File: config.mk
export PLATFORM = sky130hd
export DESIGN_NAME = aluCore
export DESIGN_NICKNAME = d
export VERILOG_FILES = /design/src/aluPkg.sv /design/src/aluCore.sv /design/src/intSqrt.sv /design/src/issueStage.sv /design/src/retireStage.sv /design/src/seqDivider.sv /design/src/simpleAlu.sv
export VERILOG_INCLUDE_DIRS = /design/src /design/src/src
export SDC_FILE = /design/constraint.sdc
export NUM_CORES = 2
export LEC_CHECK = 0
export BUFFER_PORTS_ARGS = -buffer_cell sky130_fd_sc_hd__buf_4
export CORE_UTILIZATION = 51
export CTS_CLUSTER_SIZE = 10
export DETAILED_ROUTE_END_ITERATION = 7
export HOLD_SLACK_MARGIN = 0.05
export PLACE_DENSITY_LB_ADDON = 0.05
export SETUP_SLACK_MARGIN = 0.3
export SYNTH_ARGS = -nofsm -noshare
export SYNTH_HDL_FRONTEND = slang
export SYNTH_SLANG_ARGS = --single-unit
export TNS_END_PERCENT = 30
File: constraint.sdc
create_clock -name Clock -period 9.85 [get_ports Clock]
set_input_delay 0.985 -clock Clock [delete_from_list [all_inputs] [get_ports Clock]]
set_output_delay 0.985 -clock Clock [all_outputs]
set_load 0.05 [all_outputs]
File: src/alu_defs.svh
`ifndef ALU_DEFS_SVH
`define ALU_DEFS_SVH

// Operand and result width
`define DATA_WIDTH 32
`define FUNC_WIDTH 6

// Iteration counts of the sequential units
`define DIV_STEPS  32
`define SQRT_STEPS 16

`endif

File: src/aluPkg.sv
`include "alu_defs.svh"

package aluPkg;

    typedef logic [`DATA_WIDTH-1:0] dataWordT;

    // Codes follow the processor's instruction encoding
    typedef enum logic [`FUNC_WIDTH-1:0] {
        intAdd          = 6'd0,
        intSub          = 6'd1,
        intMul          = 6'd2,
        intSqrtOp       = 6'd3,
        intDiv          = 6'd4,
        intMod          = 6'd5,
        shiftLeftArith  = 6'd6,
        shiftRightArith = 6'd7,
        cmpEq           = 6'd8,
        cmpNe           = 6'd9,
        cmpGt           = 6'd10,
        cmpLt           = 6'd11,
        cmpGtU          = 6'd12,
        cmpLtU          = 6'd13,
        logicNot        = 6'd16,
        logicAnd        = 6'd17,
        logicOr         = 6'd18,
        logicXor        = 6'd19,
        logicXnor       = 6'd20,
        shiftLeftLogic  = 6'd22,
        shiftRightLogic = 6'd23
    } funcCodeT;

    typedef enum logic [1:0] {unitSimple, unitDiv, unitSqrt} unitSelT;

    typedef enum logic [1:0] {divIdle, divRun, divFix} divStateT;

    typedef enum logic {sqrtIdle, sqrtRun} sqrtStateT;

endpackage

File: src/aluCore.sv
`timescale 1ns/10ps
`include "alu_defs.svh"

module aluCore (
    input  logic                   Clock,
    input  logic                   arstN,
    input  logic                   start,
    input  logic [`FUNC_WIDTH-1:0] funcCode,
    input  aluPkg::dataWordT       operandA,
    input  aluPkg::dataWordT       operandB,
    output logic                   busy,
    output logic                   done,
    output aluPkg::dataWordT       result
);

    aluPkg::funcCodeT opFunc;
    aluPkg::dataWordT opA;
    aluPkg::dataWordT opB;
    aluPkg::unitSelT  unitSel;
    logic             simpleIssue;
    logic             divStart;
    logic             sqrtStart;
    aluPkg::dataWordT simpleResult;
    logic             divDone;
    aluPkg::dataWordT quotient;
    aluPkg::dataWordT remainder;
    logic             sqrtDone;
    aluPkg::dataWordT root;

    // Unlisted codes pass through and come back as zero
    issueStage issueInst (
        .Clock(Clock), .arstN(arstN), .start(start),
        .funcCode(aluPkg::funcCodeT'(funcCode)),
        .operandA(operandA), .operandB(operandB), .done(done),
        .busy(busy), .opFunc(opFunc), .opA(opA), .opB(opB), .unitSel(unitSel),
        .simpleIssue(simpleIssue), .divStart(divStart), .sqrtStart(sqrtStart)
    );

    simpleAlu simpleInst (
        .opFunc(opFunc), .opA(opA), .opB(opB), .simpleResult(simpleResult)
    );

    seqDivider divInst (
        .Clock(Clock), .arstN(arstN), .divStart(divStart), .opA(opA), .opB(opB),
        .divDone(divDone), .quotient(quotient), .remainder(remainder)
    );

    intSqrt sqrtInst (
        .Clock(Clock), .arstN(arstN), .sqrtStart(sqrtStart), .opA(opA),
        .sqrtDone(sqrtDone), .root(root)
    );

    retireStage retireInst (
        .Clock(Clock), .arstN(arstN), .unitSel(unitSel), .opFunc(opFunc),
        .simpleIssue(simpleIssue), .simpleResult(simpleResult),
        .divDone(divDone), .quotient(quotient), .remainder(remainder),
        .sqrtDone(sqrtDone), .root(root), .done(done), .result(result)
    );

endmodule

File: src/intSqrt.sv
`timescale 1ns/10ps
`include "alu_defs.svh"

module intSqrt (
    input  logic             Clock,
    input  logic             arstN,
    input  logic             sqrtStart,
    input  aluPkg::dataWordT opA,
    output logic             sqrtDone,
    output aluPkg::dataWordT root
);

    localparam int RootW  = `SQRT_STEPS;
    localparam int CountW = $clog2(`SQRT_STEPS);

    aluPkg::sqrtStateT state;
    logic [CountW-1:0] stepCount;
    logic              lastStep;
    aluPkg::dataWordT  radReg;
    logic [RootW-1:0]  rootAcc;
    logic [RootW+1:0]  remReg;
    logic [RootW+3:0]  partial;
    logic [RootW+3:0]  trial;
    logic [RootW+3:0]  diff;
    logic              fits;
    logic [RootW-1:0]  rootNext;

    assign lastStep = stepCount == CountW'(`SQRT_STEPS - 1);

    // Bring down two radicand bits and test 4*root+1
    assign partial  = {remReg, radReg[`DATA_WIDTH-1 -: 2]};
    assign trial    = {2'b00, rootAcc, 2'b01};
    assign fits     = partial >= trial;
    assign diff     = partial - trial;
    assign rootNext = {rootAcc[RootW-2:0], fits};

    always_ff @(posedge Clock or negedge arstN) begin
        if (!arstN) begin
            state     <= aluPkg::sqrtIdle;
            stepCount <= '0;
            sqrtDone  <= 1'b0;
        end else begin
            sqrtDone <= 1'b0;
            if (state == aluPkg::sqrtIdle) begin
                if (sqrtStart) begin
                    state     <= aluPkg::sqrtRun;
                    stepCount <= '0;
                end
            end else begin
                stepCount <= stepCount + 1'b1;
                if (lastStep) begin
                    state    <= aluPkg::sqrtIdle;
                    sqrtDone <= 1'b1;
                end
            end
        end
    end

    always_ff @(posedge Clock) begin
        if (state == aluPkg::sqrtIdle) begin
            if (sqrtStart) begin
                radReg  <= opA;
                rootAcc <= '0;
                remReg  <= '0;
            end
        end else begin
            radReg  <= radReg << 2;
            rootAcc <= rootNext;
            remReg  <= fits ? diff[RootW+1:0] : partial[RootW+1:0];
            if (lastStep) begin
                root <= aluPkg::dataWordT'(rootNext);
            end
        end
    end

endmodule

File: src/issueStage.sv
`timescale 1ns/10ps

module issueStage (
    input  logic             Clock,
    input  logic             arstN,
    input  logic             start,
    input  aluPkg::funcCodeT funcCode,
    input  aluPkg::dataWordT operandA,
    input  aluPkg::dataWordT operandB,
    input  logic             done,
    output logic             busy,
    output aluPkg::funcCodeT opFunc,
    output aluPkg::dataWordT opA,
    output aluPkg::dataWordT opB,
    output aluPkg::unitSelT  unitSel,
    output logic             simpleIssue,
    output logic             divStart,
    output logic             sqrtStart
);

    logic            accept;
    logic            launchPend;
    aluPkg::unitSelT decodedSel;

    // Slot frees up in the done cycle
    assign accept = start && (!busy || done);

    always_comb begin
        case (funcCode)
            aluPkg::intDiv, aluPkg::intMod: decodedSel = aluPkg::unitDiv;
            aluPkg::intSqrtOp:              decodedSel = aluPkg::unitSqrt;
            default:                        decodedSel = aluPkg::unitSimple;
        endcase
    end

    always_ff @(posedge Clock or negedge arstN) begin
        if (!arstN) begin
            busy        <= 1'b0;
            launchPend  <= 1'b0;
            unitSel     <= aluPkg::unitSimple;
            simpleIssue <= 1'b0;
            divStart    <= 1'b0;
            sqrtStart   <= 1'b0;
        end else begin
            launchPend  <= accept;
            // Exactly one launch pulse per accepted operation
            simpleIssue <= launchPend && (unitSel == aluPkg::unitSimple);
            divStart    <= launchPend && (unitSel == aluPkg::unitDiv);
            sqrtStart   <= launchPend && (unitSel == aluPkg::unitSqrt);
            if (accept) begin
                busy    <= 1'b1;
                unitSel <= decodedSel;
            end else if (done) begin
                busy <= 1'b0;
            end
        end
    end

    always_ff @(posedge Clock) begin
        if (accept) begin
            opFunc <= funcCode;
            opA    <= operandA;
            opB    <= operandB;
        end
    end

endmodule

File: src/retireStage.sv
`timescale 1ns/10ps

module retireStage (
    input  logic             Clock,
    input  logic             arstN,
    input  aluPkg::unitSelT  unitSel,
    input  aluPkg::funcCodeT opFunc,
    input  logic             simpleIssue,
    input  aluPkg::dataWordT simpleResult,
    input  logic             divDone,
    input  aluPkg::dataWordT quotient,
    input  aluPkg::dataWordT remainder,
    input  logic             sqrtDone,
    input  aluPkg::dataWordT root,
    output logic             done,
    output aluPkg::dataWordT result
);

    logic             finish;
    aluPkg::dataWordT retireValue;

    // Only the owning unit may finish
    always_comb begin
        case (unitSel)
            aluPkg::unitSimple: begin
                finish      = simpleIssue;
                retireValue = simpleResult;
            end
            aluPkg::unitDiv: begin
                finish      = divDone;
                retireValue = (opFunc == aluPkg::intMod) ? remainder : quotient;
            end
            aluPkg::unitSqrt: begin
                finish      = sqrtDone;
                retireValue = root;
            end
            default: begin
                finish      = 1'b0;
                retireValue = '0;
            end
        endcase
    end

    always_ff @(posedge Clock or negedge arstN) begin
        if (!arstN) begin
            done   <= 1'b0;
            result <= '0;
        end else begin
            done <= finish;
            if (finish) begin
                result <= retireValue;
            end
        end
    end

endmodule

File: src/seqDivider.sv
`timescale 1ns/10ps
`include "alu_defs.svh"

module seqDivider (
    input  logic             Clock,
    input  logic             arstN,
    input  logic             divStart,
    input  aluPkg::dataWordT opA,
    input  aluPkg::dataWordT opB,
    output logic             divDone,
    output aluPkg::dataWordT quotient,
    output aluPkg::dataWordT remainder
);

    localparam int CountW = $clog2(`DIV_STEPS);

    aluPkg::divStateT     state;
    logic [CountW-1:0]    stepCount;
    logic                 negA;
    logic                 negB;
    aluPkg::dataWordT     magA;
    aluPkg::dataWordT     magB;
    aluPkg::dataWordT     dvsMag;
    aluPkg::dataWordT     quoReg;
    aluPkg::dataWordT     remReg;
    logic [`DATA_WIDTH:0] partial;
    logic [`DATA_WIDTH:0] trial;

    assign magA = opA[`DATA_WIDTH-1] ? -opA : opA;
    assign magB = opB[`DATA_WIDTH-1] ? -opB : opB;

    // Shift in next dividend bit, then try the subtraction
    assign partial = {remReg, quoReg[`DATA_WIDTH-1]};
    assign trial   = partial - {1'b0, dvsMag};

    always_ff @(posedge Clock or negedge arstN) begin
        if (!arstN) begin
            state     <= aluPkg::divIdle;
            stepCount <= '0;
            divDone   <= 1'b0;
        end else begin
            divDone <= 1'b0;
            case (state)
                aluPkg::divIdle: begin
                    if (divStart) begin
                        state     <= aluPkg::divRun;
                        stepCount <= '0;
                    end
                end
                aluPkg::divRun: begin
                    stepCount <= stepCount + 1'b1;
                    if (stepCount == CountW'(`DIV_STEPS - 1)) begin
                        state <= aluPkg::divFix;
                    end
                end
                aluPkg::divFix: begin
                    state   <= aluPkg::divIdle;
                    divDone <= 1'b1;
                end
                default: begin
                    state <= aluPkg::divIdle;
                end
            endcase
        end
    end

    always_ff @(posedge Clock) begin
        case (state)
            aluPkg::divIdle: begin
                if (divStart) begin
                    negA   <= opA[`DATA_WIDTH-1];
                    negB   <= opB[`DATA_WIDTH-1];
                    quoReg <= magA;
                    dvsMag <= magB;
                    remReg <= '0;
                end
            end
            aluPkg::divRun: begin
                // Negative trial means restore
                remReg <= trial[`DATA_WIDTH] ? partial[`DATA_WIDTH-1:0]
                                             : trial[`DATA_WIDTH-1:0];
                quoReg <= {quoReg[`DATA_WIDTH-2:0], !trial[`DATA_WIDTH]};
            end
            aluPkg::divFix: begin
                if (dvsMag == '0) begin
                    quotient <= '1;
                end else begin
                    quotient <= (negA != negB) ? -quoReg : quoReg;
                end
                // Remainder follows the dividend, so x/0 leaves x
                remainder <= negA ? -remReg : remReg;
            end
            default: begin
            end
        endcase
    end

endmodule

File: src/simpleAlu.sv
`timescale 1ns/10ps
`include "alu_defs.svh"

module simpleAlu (
    input  aluPkg::funcCodeT opFunc,
    input  aluPkg::dataWordT opA,
    input  aluPkg::dataWordT opB,
    output aluPkg::dataWordT simpleResult
);

    localparam int ShiftW = $clog2(`DATA_WIDTH);

    logic [ShiftW-1:0] shamt;

    // Only the low bits count as shift amount
    assign shamt = opB[ShiftW-1:0];

    always_comb begin
        case (opFunc)
            aluPkg::intAdd: begin
                simpleResult = opA + opB;
            end
            aluPkg::intSub: begin
                simpleResult = opA - opB;
            end
            aluPkg::intMul: begin
                simpleResult = opA * opB;
            end
            aluPkg::shiftLeftArith, aluPkg::shiftLeftLogic: begin
                simpleResult = opA << shamt;
            end
            aluPkg::shiftRightArith: begin
                simpleResult = $signed(opA) >>> shamt;
            end
            aluPkg::shiftRightLogic: begin
                simpleResult = opA >> shamt;
            end
            // Compares answer 0 or 1
            aluPkg::cmpEq: begin
                simpleResult = aluPkg::dataWordT'(opA == opB);
            end
            aluPkg::cmpNe: begin
                simpleResult = aluPkg::dataWordT'(opA != opB);
            end
            aluPkg::cmpGt: begin
                simpleResult = aluPkg::dataWordT'($signed(opA) > $signed(opB));
            end
            aluPkg::cmpLt: begin
                simpleResult = aluPkg::dataWordT'($signed(opA) < $signed(opB));
            end
            aluPkg::cmpGtU: begin
                simpleResult = aluPkg::dataWordT'(opA > opB);
            end
            aluPkg::cmpLtU: begin
                simpleResult = aluPkg::dataWordT'(opA < opB);
            end
            aluPkg::logicNot: begin
                simpleResult = ~opA;
            end
            aluPkg::logicAnd: begin
                simpleResult = opA & opB;
            end
            aluPkg::logicOr: begin
                simpleResult = opA | opB;
            end
            aluPkg::logicXor: begin
                simpleResult = opA ^ opB;
            end
            aluPkg::logicXnor: begin
                simpleResult = opA ~^ opB;
            end
            default: begin
                simpleResult = '0;
            end
        endcase
    end

endmodule
==> flow_metrics.env <==
export IMPL_fillerInstances=7644
export IMPL_cts_resized=0
export IMPL_p_int_mw=2.69
export IMPL_wl_per_cell_um=32.3
export IMPL_dp_slack_ns=1.31
export IMPL_areaGrowthSynthToFinish_pct=8.48
export IMPL_setup_viol=0
export IMPL_clock_sinks=368
export IMPL_row_count=106
export IMPL_synth_top_cell_by_area="edfxtp_1"
export IMPL_die_h_um=293
export IMPL_crit_arrival_ns=9.26
export IMPL_ys_seq_area_share_pct=24.9
export IMPL_drc_errors=0
export IMPL_min_period_ns=8.74
export IMPL_p_sw_mw=0.792
export IMPL_ys_warn_count=0
export IMPL_numCtsBuffers=49
export IMPL_drt_pass1_iterations=7
export IMPL_fin_nets=5532
export IMPL_worstSetupPathType="flip-flop to flip-flop"
export IMPL_clk_latency_ns=0.69
export IMPL_routed_wl_mm=192
export IMPL_synthFlopType="edfxtp_1"
export IMPL_endpoint_kind="flip-flop"
export IMPL_syn_cell_area_um2=43200
export IMPL_finalMaxSlewViolations=0
export IMPL_grt_first_pass_wirelength_mm=272
export IMPL_ios=107
export IMPL_seq_power_share_pct=48.1
export IMPL_num_vias=38500
export IMPL_rsz0062_at_grt="false"
export IMPL_finalHoldViolations=0
export IMPL_core_um2=83700
export IMPL_dpl_hpwl_mm=145
export IMPL_clock_path_buffers=3
export IMPL_place_gp_congestion=1.10
export IMPL_antenna_cells=0
export IMPL_worst_pin_slew_ns=1.38
export IMPL_cts_tree="yes"
export IMPL_synthTopCellsByArea="edfxtp_1, fa_1, ha_1, nor2_1, inv_1"
export IMPL_post_route_period_util_pct=88.7
export IMPL_hold_slack_ns=0.449
export IMPL_die_area_um2=85800
export IMPL_ant_nets=0
export IMPL_setup_ws_ns=1.11
export IMPL_timing_fmax_mhz=114
export IMPL_setup_tns_ns=0
export IMPL_layout_commonest_cell="nor2_1"
export IMPL_viasPerCell=6.48
export IMPL_drive_gt1_share_pct=8.88
export IMPL_utilization_pct=56.0
export IMPL_p_comb_share_pct=0.9
export IMPL_clock_skew_ns=0.0783
export IMPL_grt_overflow=0
export IMPL_max_cap_violations=0
export IMPL_start_util_pct=51.6
export IMPL_synth_edff_count=312
export IMPL_drt_iter0_drc=4816
export IMPL_htreeDepth=2
export IMPL_clockPowerShare_pct=51.0
export IMPL_p_leak_nw=19.8
export IMPL_async_flop_share_pct=14.7
export IMPL_grtUsageTotal_pct=44.8
export IMPL_cts_root_buffer="clkbuf_16"
export IMPL_syn_area_per_cell_um2=9.01
export IMPL_final_cell_mix="nor2_1, inv_1, nand2_1"
export IMPL_p_per_area_nw_per_um2=74.3
export IMPL_io_buffers=106
export IMPL_maxSlewHeadroom_pct=8.04
export IMPL_syn_nets=5553
export IMPL_antenna_found_initial=9
export IMPL_syn_inst=4792
export IMPL_critical_path_peak_fanout=20
export IMPL_fin_area_um2=46800
export IMPL_ys_ff_latch=368
export IMPL_postCtsHoldBufs=0
export IMPL_grt_pass1_vias=37500
export IMPL_status="complete, no violations"
export IMPL_ir_worst_vdd_v=0.000137
export IMPL_min_path_type="input pin to async pin"
export IMPL_synth_distinct_cells=88
export IMPL_chipWidth_um=293
export IMPL_worstSetupStartpointType="flip-flop"
export IMPL_post_cts_buffers=0
export IMPL_synth_top_area_share_pct=21.7
export IMPL_cts_clk_slew_worst_paths_ns=0.08
export IMPL_place_area_um2=45300
export IMPL_switching_share_pct=22.8
export IMPL_grt_start_max_net_pins=97
export IMPL_crit_required_ns=10.37
==> cell type report <==
type,instances,area [um^2],area share [%]
Tap cell,1134,1420,3.03
Clock inverter,14,178,0.379
Clock buffer,77,1370,2.93
Multi-Input combinational cell,3582,29300,62.5
Timing Repair Buffer,241,1820,3.89
Sequential cell,368,10800,23.0
Inverter,529,1990,4.24
==> power groups by stage <==
stage / Clock [mW] / Combinational, mW / Sequential, mW
2_1_floorplan: 0 / 0.000307 / 1.71
6_report: 1.77 / 0.0326 / 1.67
3_5_place_dp: 0 / 0.0322 / 1.71
3_3_place_gp: 0 / 0.0318 / 1.71
5_1_grt: 1.84 / 0.0339 / 1.67
4_1_cts: 1.79 / 0.0325 / 1.67
==> critical path, stage by stage (launching register included) <==
cell and delay, ns:
edfxtp_1 0.68, clkinv_1 0.87, nor2_1 0.35, fa_1 0.48, fa_1 0.49, fa_1 0.52
inv_1 0.05, fa_1 0.47, inv_1 0.05, fa_1 0.49, inv_1 0.05, fa_1 0.56
inv_1 0.06, fa_1 0.38, fa_1 0.48, ha_1 0.37, a21o_1 0.22, a211oi_1 0.22
o21ai_0 0.12, o211ai_1 0.13, o31ai_1 0.11, buf_4 0.17, a31o_2 0.25, a211oi_1 0.54
nand4_1 0.21, o22ai_1 0.18, a21oi_1 0.08
==> cells by family after synthesis <==
family                   Yosys count  share of synthesized area [%]
AND/OR/NAND/NOR                 1494                           15.1
AO/OA/AOI/OAI                    970                           14.7
buffers and inverters            842                           7.40
adder cells (fa/ha/maj)          688                           27.1
flip-flops                       368                           24.9
XOR/XNOR                         249                           5.05
multiplexers                     181                           5.72
==> state kept, by name (all words and copies together) (netlist names), 5 cells and up <==
name and flops:
divInst.dvsMag 32, divInst.quoReg 32, divInst.quotient 32, divInst.remReg 32
divInst.remainder 32, divInst.stepCount 5, issueInst.opA 32, issueInst.opB 32
issueInst.opFunc 6, retireInst.result 32, sqrtInst.radReg 32, sqrtInst.remReg 18
sqrtInst.root 16, sqrtInst.rootAcc 16
==> cell usage after synthesis (46+ instances only) <==
cell and n:
a211oi_1 57, a21oi_1 222, buf_1 49, clkbuf_1 243
dfrtp_1 54, edfxtp_1 312, fa_1 411, ha_1 277
inv_1 512, mux2i_1 116, mux4_2 51, nand2_1 497
nor2_1 613, nor3_1 63, o21ai_0 265, o31ai_1 46
xnor2_1 201, xor2_1 48
==> final timing paths <==
path	cells past startpoint	endpoint	from	slack [ns]
min	1	retireInst.result[20]	arstN	0.45
min in group Clock	1	issueInst.opB[17]	operandB[17]	0.46
min reg2reg	0	sqrtInst.root[7]	sqrtInst.rootAcc[6]	0.47
max reg2reg	26	retireInst.result[28]	issueInst.opB[7]	1.11
max in group asynchronous	1	retireInst.result[15]	arstN	8.78
max	26	retireInst.result[28]	issueInst.opB[7]	1.11
==> metrics by stage <==
step                      power (mW)  cells
after global placement          1.74   5854
after detailed placement        1.74   5854
after CTS                       3.50   5945
final                           3.48   5945
after floorplan                 1.71   4792
after global routing            3.54   5945
==> per-layer routing <==
metal	vias to the layer above	global-route usage [%]	share of wire, %
met4	8	31.9	8.9
met2	2451	65.6	42
li1	16300	-	-
met3	681	13.7	12
met5	-	0	0.024
met1	19000	56.2	37
(Power assumes the default switching activity.)
